$ cat config.mk
export PLATFORM = sky130hd
export DESIGN_NAME = led_matrix_top
export DESIGN_NICKNAME = d
export VERILOG_FILES = /design/src/design/led_matrix_pkg.sv /design/src/design/uart_rx.sv /design/src/design/cmd_controller.sv /design/src/design/framebuffer.sv /design/src/design/framebuffer_fetch.sv /design/src/design/matrix_scan.sv /design/src/design/led_matrix_top.sv
export SDC_FILE = /design/constraint.sdc
export NUM_CORES = 2
export LEC_CHECK = 0
export BUFFER_PORTS_ARGS = -buffer_cell sky130_fd_sc_hd__buf_4
export CORE_UTILIZATION = 35
export CTS_CLUSTER_SIZE = 14
export DETAILED_ROUTE_END_ITERATION = 8
export GPL_TIMING_DRIVEN = 0
export MAX_ROUTING_LAYER = met4
export PLACE_DENSITY_LB_ADDON = 0.2
export SYNTH_ARGS = -nofsm -noshare
export SYNTH_HDL_FRONTEND = slang
export SYNTH_SLANG_ARGS = --single-unit
export TNS_END_PERCENT = 50
$ cat constraint.sdc
create_clock -name clk_in -period 2.75 [get_ports clk_in]
set_input_delay 0.4125 -clock clk_in [delete_from_list [all_inputs] [get_ports clk_in]]
set_output_delay 0.4125 -clock clk_in [all_outputs]
set_load 0.02 [all_outputs]
$ cat src/design/led_matrix_pkg.sv
package led_matrix_pkg;

    // panel geometry
    localparam int PANEL_WIDTH       = 16;
    localparam int PANEL_HALF_HEIGHT = 4;  // rows per half
    localparam int PANEL_HEIGHT      = 2 * PANEL_HALF_HEIGHT;
    localparam int PANEL_PIXELS      = PANEL_WIDTH * PANEL_HEIGHT;
    localparam int COL_BITS          = 4;
    localparam int ROW_BITS          = 2;  // scanned row, shared by both halves
    localparam int FB_ADDR_BITS      = 7;
    localparam int COLOR_BITS        = 4;  // also the number of brightness planes
    localparam int PLANE_BITS        = 2;

    // timing
    localparam int OE_BASE_CYCLES     = 4;  // plane p lit for base << p
    localparam int OE_CNT_BITS        = $clog2(OE_BASE_CYCLES << (COLOR_BITS - 1));
    localparam int UART_TICKS_PER_BIT = 8;
    localparam int UART_TICK_BITS     = $clog2(UART_TICKS_PER_BIT);

    typedef struct packed {
        logic [COLOR_BITS-1:0] red;
        logic [COLOR_BITS-1:0] green;
        logic [COLOR_BITS-1:0] blue;
    } pixel_t;

    typedef struct packed {
        pixel_t top;
        pixel_t bottom;
    } pixel_pair_t;

    // one colour bit per channel, also used as channel enables
    typedef struct packed {
        logic r;
        logic g;
        logic b;
    } rgb_bits_t;

    typedef struct packed {
        logic                    cyc;
        logic                    stb;
        logic                    we;
        logic [FB_ADDR_BITS-1:0] adr;
        pixel_t                  dat;
    } wb_req_t;

    typedef enum logic [7:0] {
        OP_SET_RGB_EN   = 8'h01,  // + enable byte, bit 0 red
        OP_SET_PLANE_EN = 8'h02,  // + plane mask byte
        OP_WRITE_PIXEL  = 8'h03,  // + col, row, hi, lo
        OP_FILL         = 8'h04   // + hi, lo
    } cmd_opcode_t;

    typedef enum logic [1:0] {
        CTRL_IDLE,
        CTRL_ARGS,
        CTRL_WRITE,
        CTRL_FILL
    } ctrl_state_t;

    typedef enum logic [1:0] {
        SCAN_FETCH,
        SCAN_SHIFT,
        SCAN_LATCH,
        SCAN_DISPLAY
    } scan_state_t;

endpackage

$ cat src/design/uart_rx.sv
`timescale 1ns/1ps

module uart_rx (
    input  logic       clk_in,
    input  logic       rst_n,
    input  logic       rx_line,
    output logic [7:0] rx_byte,
    output logic       rx_valid
);

    logic [1:0] sync_q;  // two-flop synchroniser
    logic       line_s;
    logic       active;  // frame in progress
    logic       sample;  // mid-bit strobe
    logic [3:0] bit_idx; // 0 start, 1..8 data, 9 stop
    logic [led_matrix_pkg::UART_TICK_BITS-1:0] tick;

    assign line_s = sync_q[1];
    assign sample = active && (32'(tick) == led_matrix_pkg::UART_TICKS_PER_BIT - 1);

    always_ff @(posedge clk_in or negedge rst_n) begin
        if (!rst_n) begin
            sync_q   <= 2'b11; // line idles high
            active   <= 1'b0;
            tick     <= '0;
            bit_idx  <= '0;
            rx_valid <= 1'b0;
        end else begin
            sync_q   <= {sync_q[0], rx_line};
            rx_valid <= 1'b0;
            if (!active) begin
                if (!line_s) begin
                    // start edge, first wrap lands half a bit later
                    active  <= 1'b1;
                    tick    <= led_matrix_pkg::UART_TICK_BITS'(
                                   led_matrix_pkg::UART_TICKS_PER_BIT / 2);
                    bit_idx <= '0;
                end
            end else if (sample) begin
                tick    <= '0;
                bit_idx <= bit_idx + 1'b1;
                if (bit_idx == 4'd0 && line_s) begin
                    active <= 1'b0;    // glitch, not a real start bit
                end
                if (bit_idx == 4'd9) begin
                    active   <= 1'b0;
                    rx_valid <= line_s; // framing error drops the byte
                end
            end else begin
                tick <= tick + 1'b1;
            end
        end
    end

    // data bits arrive lsb first
    always_ff @(posedge clk_in) begin
        if (sample && bit_idx != 4'd0 && bit_idx != 4'd9) begin
            rx_byte <= {line_s, rx_byte[7:1]};
        end
    end

endmodule

$ cat src/design/cmd_controller.sv
`timescale 1ns/1ps

module cmd_controller (
    input  logic                                  clk_in,
    input  logic                                  rst_n,
    input  logic [7:0]                            rx_byte,
    input  logic                                  rx_valid,
    output led_matrix_pkg::wb_req_t               wb_req,
    input  logic                                  wb_ack,
    output led_matrix_pkg::rgb_bits_t             rgb_enable,
    output logic [led_matrix_pkg::COLOR_BITS-1:0] plane_enable,
    output logic                                  busy
);

    led_matrix_pkg::ctrl_state_t state;
    led_matrix_pkg::cmd_opcode_t opcode;
    led_matrix_pkg::pixel_t      rx_pixel;
    logic [1:0] arg_idx;
    logic [1:0] arg_last;  // argument count minus one
    logic       fill_mode;
    logic [7:0] prev_byte; // high colour byte when the low one arrives
    logic [led_matrix_pkg::COL_BITS-1:0] col_q;
    logic [led_matrix_pkg::FB_ADDR_BITS-led_matrix_pkg::COL_BITS-1:0] row_q;

    assign busy     = (state != led_matrix_pkg::CTRL_IDLE);
    assign rx_pixel = {prev_byte[3:0], rx_byte}; // red nibble, then green and blue

    always_ff @(posedge clk_in or negedge rst_n) begin
        if (!rst_n) begin
            state        <= led_matrix_pkg::CTRL_IDLE;
            opcode       <= led_matrix_pkg::OP_SET_RGB_EN;
            arg_idx      <= '0;
            arg_last     <= '0;
            fill_mode    <= 1'b0;
            wb_req       <= '0;
            rgb_enable   <= '1;
            plane_enable <= '1;
        end else begin
            case (state)
                led_matrix_pkg::CTRL_IDLE: begin
                    if (rx_valid) begin
                        opcode  <= led_matrix_pkg::cmd_opcode_t'(rx_byte);
                        arg_idx <= '0;
                        state   <= led_matrix_pkg::CTRL_ARGS;
                        case (rx_byte)
                            led_matrix_pkg::OP_SET_RGB_EN,
                            led_matrix_pkg::OP_SET_PLANE_EN: arg_last <= 2'd0;
                            led_matrix_pkg::OP_WRITE_PIXEL:  arg_last <= 2'd3;
                            led_matrix_pkg::OP_FILL:         arg_last <= 2'd1;
                            default: state <= led_matrix_pkg::CTRL_IDLE; // unknown, dropped
                        endcase
                    end
                end
                led_matrix_pkg::CTRL_ARGS: begin
                    if (rx_valid && arg_idx != arg_last) begin
                        arg_idx <= arg_idx + 1'b1;
                    end else if (rx_valid) begin
                        state <= led_matrix_pkg::CTRL_IDLE;
                        case (opcode)
                            led_matrix_pkg::OP_SET_RGB_EN: begin
                                rgb_enable <= '{r: rx_byte[0], g: rx_byte[1], b: rx_byte[2]};
                            end
                            led_matrix_pkg::OP_SET_PLANE_EN: begin
                                plane_enable <= rx_byte[led_matrix_pkg::COLOR_BITS-1:0];
                            end
                            led_matrix_pkg::OP_WRITE_PIXEL: begin
                                wb_req    <= '{cyc: 1'b1, stb: 1'b1, we: 1'b1,
                                               adr: {row_q, col_q}, dat: rx_pixel};
                                fill_mode <= 1'b0;
                                state     <= led_matrix_pkg::CTRL_WRITE;
                            end
                            default: begin // fill starts at address 0
                                wb_req    <= '{cyc: 1'b1, stb: 1'b1, we: 1'b1,
                                               adr: '0, dat: rx_pixel};
                                fill_mode <= 1'b1;
                                state     <= led_matrix_pkg::CTRL_WRITE;
                            end
                        endcase
                    end
                end
                led_matrix_pkg::CTRL_WRITE: begin
                    if (wb_ack) begin
                        wb_req.cyc <= 1'b0;
                        wb_req.stb <= 1'b0;
                        wb_req.we  <= 1'b0;
                        if (fill_mode && 32'(wb_req.adr) != led_matrix_pkg::PANEL_PIXELS - 1) begin
                            state <= led_matrix_pkg::CTRL_FILL;
                        end else begin
                            state <= led_matrix_pkg::CTRL_IDLE;
                        end
                    end
                end
                default: begin
                    // one idle cycle between fill writes
                    wb_req.cyc <= 1'b1;
                    wb_req.stb <= 1'b1;
                    wb_req.we  <= 1'b1;
                    wb_req.adr <= wb_req.adr + 1'b1;
                    state      <= led_matrix_pkg::CTRL_WRITE;
                end
            endcase
        end
    end

    // argument bytes ahead of the last one
    always_ff @(posedge clk_in) begin
        if (state == led_matrix_pkg::CTRL_ARGS && rx_valid && arg_idx != arg_last) begin
            prev_byte <= rx_byte;
            if (arg_idx == 2'd0) col_q <= rx_byte[led_matrix_pkg::COL_BITS-1:0];
            if (arg_idx == 2'd1) row_q <= rx_byte[$bits(row_q)-1:0];
        end
    end

endmodule

$ cat src/design/framebuffer.sv
`timescale 1ns/1ps

module framebuffer (
    input  logic                                    clk_in,
    input  logic                                    rst_n,
    input  led_matrix_pkg::wb_req_t                 wb_req,
    output logic                                    wb_ack,
    input  logic                                    rd_en,
    input  logic [led_matrix_pkg::FB_ADDR_BITS-1:0] rd_addr,
    output led_matrix_pkg::pixel_t                  rd_data
);

    led_matrix_pkg::pixel_t mem [led_matrix_pkg::PANEL_PIXELS];
    logic                   wb_hit; // new request, not yet acked

    assign wb_hit = wb_req.cyc && wb_req.stb && !wb_ack;

    // single-cycle ack, one cycle after the request is seen
    always_ff @(posedge clk_in or negedge rst_n) begin
        if (!rst_n) begin
            wb_ack <= 1'b0;
        end else begin
            wb_ack <= wb_hit;
        end
    end

    always_ff @(posedge clk_in) begin
        if (wb_hit && wb_req.we) mem[wb_req.adr] <= wb_req.dat; // lands with ack
        if (rd_en) rd_data <= mem[rd_addr];
    end

endmodule

$ cat src/design/framebuffer_fetch.sv
`timescale 1ns/1ps

module framebuffer_fetch (
    input  logic                                    clk_in,
    input  logic                                    rst_n,
    input  logic                                    fetch_req,
    input  logic [led_matrix_pkg::COL_BITS-1:0]     column,
    input  logic [led_matrix_pkg::ROW_BITS-1:0]     row,
    output logic                                    rd_en,
    output logic [led_matrix_pkg::FB_ADDR_BITS-1:0] rd_addr,
    input  led_matrix_pkg::pixel_t                  rd_data,
    output led_matrix_pkg::pixel_pair_t             pair,
    output logic                                    pair_valid
);

    logic [led_matrix_pkg::FB_ADDR_BITS-1:0] top_addr;
    logic [led_matrix_pkg::FB_ADDR_BITS-1:0] bottom_addr;
    logic bottom_rd;   // bottom read out, top data on rd_data
    logic bottom_back; // bottom data on rd_data

    assign top_addr = led_matrix_pkg::FB_ADDR_BITS'(
                          32'(row) * led_matrix_pkg::PANEL_WIDTH + 32'(column));

    // top read goes out with the request itself
    assign rd_en   = fetch_req | bottom_rd;
    assign rd_addr = bottom_rd ? bottom_addr : top_addr;

    always_ff @(posedge clk_in or negedge rst_n) begin
        if (!rst_n) begin
            bottom_rd   <= 1'b0;
            bottom_back <= 1'b0;
            pair_valid  <= 1'b0;
        end else begin
            bottom_rd   <= fetch_req;
            bottom_back <= bottom_rd;
            pair_valid  <= bottom_back;
        end
    end

    always_ff @(posedge clk_in) begin
        if (fetch_req) begin
            bottom_addr <= top_addr + led_matrix_pkg::FB_ADDR_BITS'(
                               led_matrix_pkg::PANEL_HALF_HEIGHT * led_matrix_pkg::PANEL_WIDTH);
        end
        if (bottom_rd) pair.top <= rd_data;
        if (bottom_back) pair.bottom <= rd_data;
    end

endmodule

$ cat src/design/matrix_scan.sv
`timescale 1ns/1ps

module matrix_scan (
    input  logic                                  clk_in,
    input  logic                                  rst_n,
    input  led_matrix_pkg::rgb_bits_t             rgb_enable,
    input  logic [led_matrix_pkg::COLOR_BITS-1:0] plane_enable,
    output logic                                  fetch_req,
    output logic [led_matrix_pkg::COL_BITS-1:0]   column,
    output logic [led_matrix_pkg::ROW_BITS-1:0]   row,
    input  led_matrix_pkg::pixel_pair_t           pair,
    input  logic                                  pair_valid,
    output led_matrix_pkg::rgb_bits_t             rgb_top,
    output led_matrix_pkg::rgb_bits_t             rgb_bottom,
    output logic                                  clk_pixel,
    output logic                                  row_latch,
    output logic                                  output_enable,
    output logic [led_matrix_pkg::ROW_BITS-1:0]   row_address
);

    led_matrix_pkg::scan_state_t state;
    led_matrix_pkg::rgb_bits_t   chan_en; // channel enables gated by this plane
    logic [led_matrix_pkg::PLANE_BITS-1:0]  plane;
    logic [led_matrix_pkg::OE_CNT_BITS-1:0] oe_cnt;
    logic fetch_wait; // request out, pair not back yet

    function automatic led_matrix_pkg::rgb_bits_t plane_bits(
        input led_matrix_pkg::pixel_t                px,
        input logic [led_matrix_pkg::PLANE_BITS-1:0] p,
        input led_matrix_pkg::rgb_bits_t             en
    );
        plane_bits.r = px.red[p] & en.r;
        plane_bits.g = px.green[p] & en.g;
        plane_bits.b = px.blue[p] & en.b;
    endfunction

    assign chan_en   = rgb_enable & {3{plane_enable[plane]}};
    assign fetch_req = (state == led_matrix_pkg::SCAN_FETCH) && !fetch_wait;

    always_ff @(posedge clk_in or negedge rst_n) begin
        if (!rst_n) begin
            state         <= led_matrix_pkg::SCAN_FETCH;
            fetch_wait    <= 1'b0;
            column        <= '0;
            row           <= '0;
            plane         <= '0;
            oe_cnt        <= '0;
            clk_pixel     <= 1'b0;
            row_latch     <= 1'b0;
            output_enable <= 1'b0;
            row_address   <= '0;
            rgb_top       <= '0;
            rgb_bottom    <= '0;
        end else begin
            case (state)
                led_matrix_pkg::SCAN_FETCH: begin
                    if (fetch_req) fetch_wait <= 1'b1;
                    if (pair_valid) begin
                        fetch_wait <= 1'b0;
                        rgb_top    <= plane_bits(pair.top, plane, chan_en);
                        rgb_bottom <= plane_bits(pair.bottom, plane, chan_en);
                        state      <= led_matrix_pkg::SCAN_SHIFT;
                    end
                end
                led_matrix_pkg::SCAN_SHIFT: begin
                    clk_pixel <= !clk_pixel; // one cycle high, low again in next fetch
                    if (clk_pixel) begin
                        if (32'(column) == led_matrix_pkg::PANEL_WIDTH - 1) begin
                            column <= '0;
                            state  <= led_matrix_pkg::SCAN_LATCH;
                        end else begin
                            column <= column + 1'b1;
                            state  <= led_matrix_pkg::SCAN_FETCH;
                        end
                    end
                end
                led_matrix_pkg::SCAN_LATCH: begin
                    row_latch   <= 1'b1;
                    row_address <= row;
                    oe_cnt      <= led_matrix_pkg::OE_CNT_BITS'(
                                       (led_matrix_pkg::OE_BASE_CYCLES << plane) - 1);
                    state       <= led_matrix_pkg::SCAN_DISPLAY;
                end
                default: begin
                    row_latch <= 1'b0;
                    if (row_latch) begin
                        output_enable <= 1'b1; // oe only after latch drops
                    end else if (oe_cnt == '0) begin
                        output_enable <= 1'b0;
                        state         <= led_matrix_pkg::SCAN_FETCH;
                        if (32'(plane) == led_matrix_pkg::COLOR_BITS - 1) begin
                            plane <= '0;
                            if (32'(row) == led_matrix_pkg::PANEL_HALF_HEIGHT - 1) begin
                                row <= '0;
                            end else begin
                                row <= row + 1'b1;
                            end
                        end else begin
                            plane <= plane + 1'b1;
                        end
                    end else begin
                        oe_cnt <= oe_cnt - 1'b1;
                    end
                end
            endcase
        end
    end

endmodule

$ cat src/design/led_matrix_top.sv
`timescale 1ns/1ps

module led_matrix_top (
    input  logic                                clk_in,
    input  logic                                rst_n,
    input  logic                                uart_rx_line,
    output led_matrix_pkg::rgb_bits_t           rgb_top,
    output led_matrix_pkg::rgb_bits_t           rgb_bottom,
    output logic                                clk_pixel,
    output logic                                row_latch,
    output logic                                output_enable,
    output logic [led_matrix_pkg::ROW_BITS-1:0] row_address,
    output logic                                busy
);

    logic [7:0]                              rx_byte;
    logic                                    rx_valid;
    led_matrix_pkg::wb_req_t                 wb_req;
    logic                                    wb_ack;
    led_matrix_pkg::rgb_bits_t               rgb_enable;
    logic [led_matrix_pkg::COLOR_BITS-1:0]   plane_enable;
    logic                                    fetch_req;
    logic [led_matrix_pkg::COL_BITS-1:0]     column;
    logic [led_matrix_pkg::ROW_BITS-1:0]     row;
    led_matrix_pkg::pixel_pair_t             pair;
    logic                                    pair_valid;
    logic                                    rd_en;
    logic [led_matrix_pkg::FB_ADDR_BITS-1:0] rd_addr;
    led_matrix_pkg::pixel_t                  rd_data;

    uart_rx u_uart_rx (
        .clk_in   (clk_in),
        .rst_n    (rst_n),
        .rx_line  (uart_rx_line),
        .rx_byte  (rx_byte),
        .rx_valid (rx_valid)
    );

    cmd_controller u_ctrl (
        .clk_in       (clk_in),
        .rst_n        (rst_n),
        .rx_byte      (rx_byte),
        .rx_valid     (rx_valid),
        .wb_req       (wb_req),
        .wb_ack       (wb_ack),
        .rgb_enable   (rgb_enable),
        .plane_enable (plane_enable),
        .busy         (busy)
    );

    framebuffer u_fb (
        .clk_in  (clk_in),
        .rst_n   (rst_n),
        .wb_req  (wb_req),
        .wb_ack  (wb_ack),
        .rd_en   (rd_en),
        .rd_addr (rd_addr),
        .rd_data (rd_data)
    );

    framebuffer_fetch u_fetch (
        .clk_in     (clk_in),
        .rst_n      (rst_n),
        .fetch_req  (fetch_req),
        .column     (column),
        .row        (row),
        .rd_en      (rd_en),
        .rd_addr    (rd_addr),
        .rd_data    (rd_data),
        .pair       (pair),
        .pair_valid (pair_valid)
    );

    matrix_scan u_scan (
        .clk_in        (clk_in),
        .rst_n         (rst_n),
        .rgb_enable    (rgb_enable),
        .plane_enable  (plane_enable),
        .fetch_req     (fetch_req),
        .column        (column),
        .row           (row),
        .pair          (pair),
        .pair_valid    (pair_valid),
        .rgb_top       (rgb_top),
        .rgb_bottom    (rgb_bottom),
        .clk_pixel     (clk_pixel),
        .row_latch     (row_latch),
        .output_enable (output_enable),
        .row_address   (row_address)
    );

endmodule

==> results.yml <==
status:
  status: "finished, violations left"
  failed_checks: "negative setup slack"
global_route:
  grt_max_degree: 85
  grt_use_total: 0.215
  overflow: 0
  grt_pass1_wl_um: 278000
  grt_pass1_vias: 35200
  antenna_found_initial: 11
yosys:
  synth_cells: 3495
  synthFlopType: "edfxtp_1"
  syn_nets: 3516
  synth_top_area_cell: "edfxtp_1"
  muxShareOfSynthArea: 0.128
  synth_area_mm2: 0.0656
  synth_top_family_by_area: "multiplexers"
  ys_warn_count: 0
  ys_types: 63
  yosysSeqAreaShare: 0.763
  avgSynthCellArea_um2: 18.8
  synth_seq_cells: 1681
  synth_top_area_share: 0.731
  async_reset_ff_frac: 0.0500
  yosys.area_share.simple: 0.0421
  synth_xor_area_frac: 0.00107
  synth_compound_area_frac: 0.0457
  synth_fa_ha_area_frac: 0.00343
  synth-edff-count: 1597
  yosys-top-cells-area: "edfxtp_1 73%, mux4_2 9.6%, dfrtp_1 2.8%"
critical_path:
  start_kind: "flip-flop"
  r2r_start: "u_fetch.bottom_rd"
  path_class: "reg2reg"
  startpoint: "u_fetch.bottom_rd"
  critPathRequiredTime_ps: 3300
  rrSetupSlack_ps: -660
  critPathMaxFanout: 10
  cp-end-kind: "flip-flop"
  cp-endpoint: "u_fb.rd_data[0]"
  worstPathArrival_ps: 3960
  r2r-end: "u_fb.rd_data[0]"
  ff2ff_path_depth: 12
detailed_routing:
  vias: 35800
  postRouteAntennaNets: 0
  drt-wirelength-per-cell_um: 30.7
  firstDrtPassIters: 6
  routed_wl_um: 200000
  drc: 0
  via_per_inst: 5.52
  first_iter_violations: 4073
placed_design:
  port_buffers: 14
  hpwl_um: 131000
  gp_congestion: 0.942
timing:
  timing.fmax_mhz: 293
  rsz0062_at_grt: "true"
  setup-violations-final: 87
  fin_crit_ps: 3410
  hold_slack_ps: 81.1
  tightestPinTransition_ps: 1160
  setup_ws_ps: -658
  clock_skew_ps: 31.4
  slew_viol_final: 0
  final-hold-violation-count: 0
  fin_crit_sh: 1.24
  relSlewSlack: 0.226
floorplan:
  dieArea_mm2: 0.189
  core_area_mm2: 0.186
  io_pins: 15
  fp.dieW_um: 435
  die_h_um: 435
  rows: 158
  initial_utilization: 0.353
clock_network:
  clk_pin_slew_ps: 60
  htreeDepth: 4
  cts_max_path_buffers: 3
  cts_tree: "done"
  cts-root-buf: "clkbuf_16"
  cts_buffers: 176
  clock_latency_ps: 830
  clock_sinks: 1681
power_and_ir_drop:
  share_seq_of_total_power: 0.538
  p_comb_frac: 0.009
  p_leak_uw: 0.0283
  switching_share: 0.205
  vdd_drop_max_mv: 0.505
  p_int_uw: 41300
  switchingPower_uw: 10600
  clkPwrFrac: 0.453
  p_per_area_mw_per_mm2: 649
  finalPower_uw: 51900
run:
  cap_violations: 0
layout:
  area_delta_synth_final_pct: 21.9
  postLayoutCoreUtil: 0.430
  layout-drive-gt1-share: 0.314
  num-fill-cells: 16300
  nets: 3886
hold_path:
  hp-class: "in2async"
==> layout make-up <==
type | count | area [um2] | share of cell area
Antenna cell | 1 | 2.50 | 0.0000313
Buffer | 188 | 1900 | 0.0237
Clock buffer | 219 | 4620 | 0.0577
Clock inverter | 105 | 1040 | 0.0130
Inverter | 18 | 72.6 | 0.000907
Multi-Input combinational cell | 1601 | 16700 | 0.208
Sequential cell | 1681 | 50100 | 0.627
Tap cell | 2480 | 3100 | 0.0388
Timing Repair Buffer | 199 | 2460 | 0.0308
==> power groups by stage <==
| stage | clock [uW] | sequential (uW) | combinational [uW] |
|---|---|---|---|
| finish | 23500 | 27900 | 471 |
| global route | 24800 | 27900 | 548 |
| detailed placement | 0 | 28500 | 469 |
| global placement | 0 | 28500 | 446 |
| floorplan | 0 | 28400 | 324 |
| CTS | 23900 | 27900 | 475 |
==> per-stage QoR <==
stage                     std cells  cell area, um2  setup TNS, ps  setup WS (ps)
after floorplan                3495           65600              0           21.9
after global placement         5989           68800       -4722510          -3180
after detailed placement       6013           69400       -1336440          -2760
after CTS                      6453           78700        -156880           -570
after global routing           6492           80000         -26030           -595
final                          6492           80000          -9720           -658
==> per-layer routing <==
metal,vias to the layer above,global-route usage,part of all wire
met3,313,0.0336,0.068
met2,1432,0.324,0.47
met5,-,-,0
met1,19100,0.297,0.43
met4,0,0.0735,0.032
li1,15000,-,-
==> flip-flops by register name, indices dropped and copies added (netlist names), 5 cells and up <==
name and flops:
u_ctrl.wb_req 20, u_fetch.pair 24, u_fb.rd_data 12, u_scan.oe_cnt 5, u_fetch.bottom_addr 6, u_ctrl.opcode 8
u_fb.mem 1536, u_uart_rx.rx_byte 8
==> placed cells by master (no fill, tap or decap), types with 13 or more instances in the layout <==
| master | count |
|---|---|
| a21oi_1 | 69 |
| nand3_1 | 81 |
| dfrtp_4 | 13 |
| o211ai_1 | 36 |
| buf_16 | 25 |
| clkbuf_2 | 32 |
| o21ai_0 | 52 |
| clkinv_2 | 30 |
| mux4_2 | 279 |
| a32oi_1 | 18 |
| a31oi_1 | 19 |
| bufinv_16 | 14 |
| buf_12 | 64 |
| o21ai_2 | 19 |
| nor2_2 | 36 |
| edfxtp_1 | 1597 |
| mux2_2 | 41 |
| clkbuf_4 | 20 |
| nor2_4 | 77 |
| a22oi_1 | 25 |
| o22ai_1 | 20 |
| nand2_1 | 248 |
| dfrtp_1 | 59 |
| inv_1 | 17 |
| clkbuf_16 | 181 |
| o21ai_1 | 23 |
| mux2i_1 | 144 |
| nor2_1 | 86 |
| clkbuf_1 | 68 |
| clkbuf_8 | 13 |
| buf_8 | 18 |
| ha_1 | 18 |
| buf_4 | 144 |
| clkinv_1 | 39 |
| buf_6 | 27 |
| a22oi_2 | 17 |
==> worst min-delay path by stage <==
stage	end	cells past startpoint	slack, ps	start
floorplan	u_ctrl.arg_idx[0]	0	120	rst_n
finish	u_scan.rgb_bottom[1]	2	80	rst_n
global placement	u_uart_rx.sync_q[1]	0	350	u_uart_rx.sync_q[0]
CTS	u_uart_rx.sync_q[0]	2	300	uart_rx_line
global route	u_scan.rgb_bottom[1]	2	80	rst_n
detailed placement	u_uart_rx.sync_q[1]	0	350	u_uart_rx.sync_q[0]
==> critical path: stages, from the launching register on <==
cell and delay [ps]:
dfrtp_4 520, mux2_4 350, buf_12 160, buf_16 160, buf_16 180, buf_12 180
buf_12 160, mux2i_1 130, a32oi_1 250, o21ai_2 180, nand3_1 130, nand4_1 280
o211ai_1 400
==> kinds of logic after synthesis <==
family / Yosys count
xor gates and xnor gates: 8
muxes: 482
buffers and inverters: 213
AOI/OAI and AO/OA: 449
and+or+nand+nor: 644
DFF: 1681
adders and majority gates: 18
==> what timing repair did <==
item | in CTS | in global routing
hold buffers | 2 | 0
gates cloned | 1 | 4
resized for setup | 632 | 179
endpoints found under the setup margin | 1498 | 847
hold endpoints to repair | 75 | 0
pin swaps | 125 | 57
buffers inserted | 118 | 34
==> synth_stat cells (20+ instances only) <==
cell type / count
nor2_1: 198
o21ai_0: 97
edfxtp_1: 1597
buf_4: 23
o221ai_1: 24
nand3_1: 97
buf_6: 24
nor3_1: 24
clkbuf_1: 98
o211ai_1: 36
buf_2: 32
nand2_1: 259
dfrtp_1: 74
mux4_2: 279
a22oi_1: 42
o22ai_1: 27
a221oi_1: 20
mux2i_1: 161
a21oi_1: 84
a32oi_1: 24
mux2_2: 41
(Power assumes the default switching activity.)
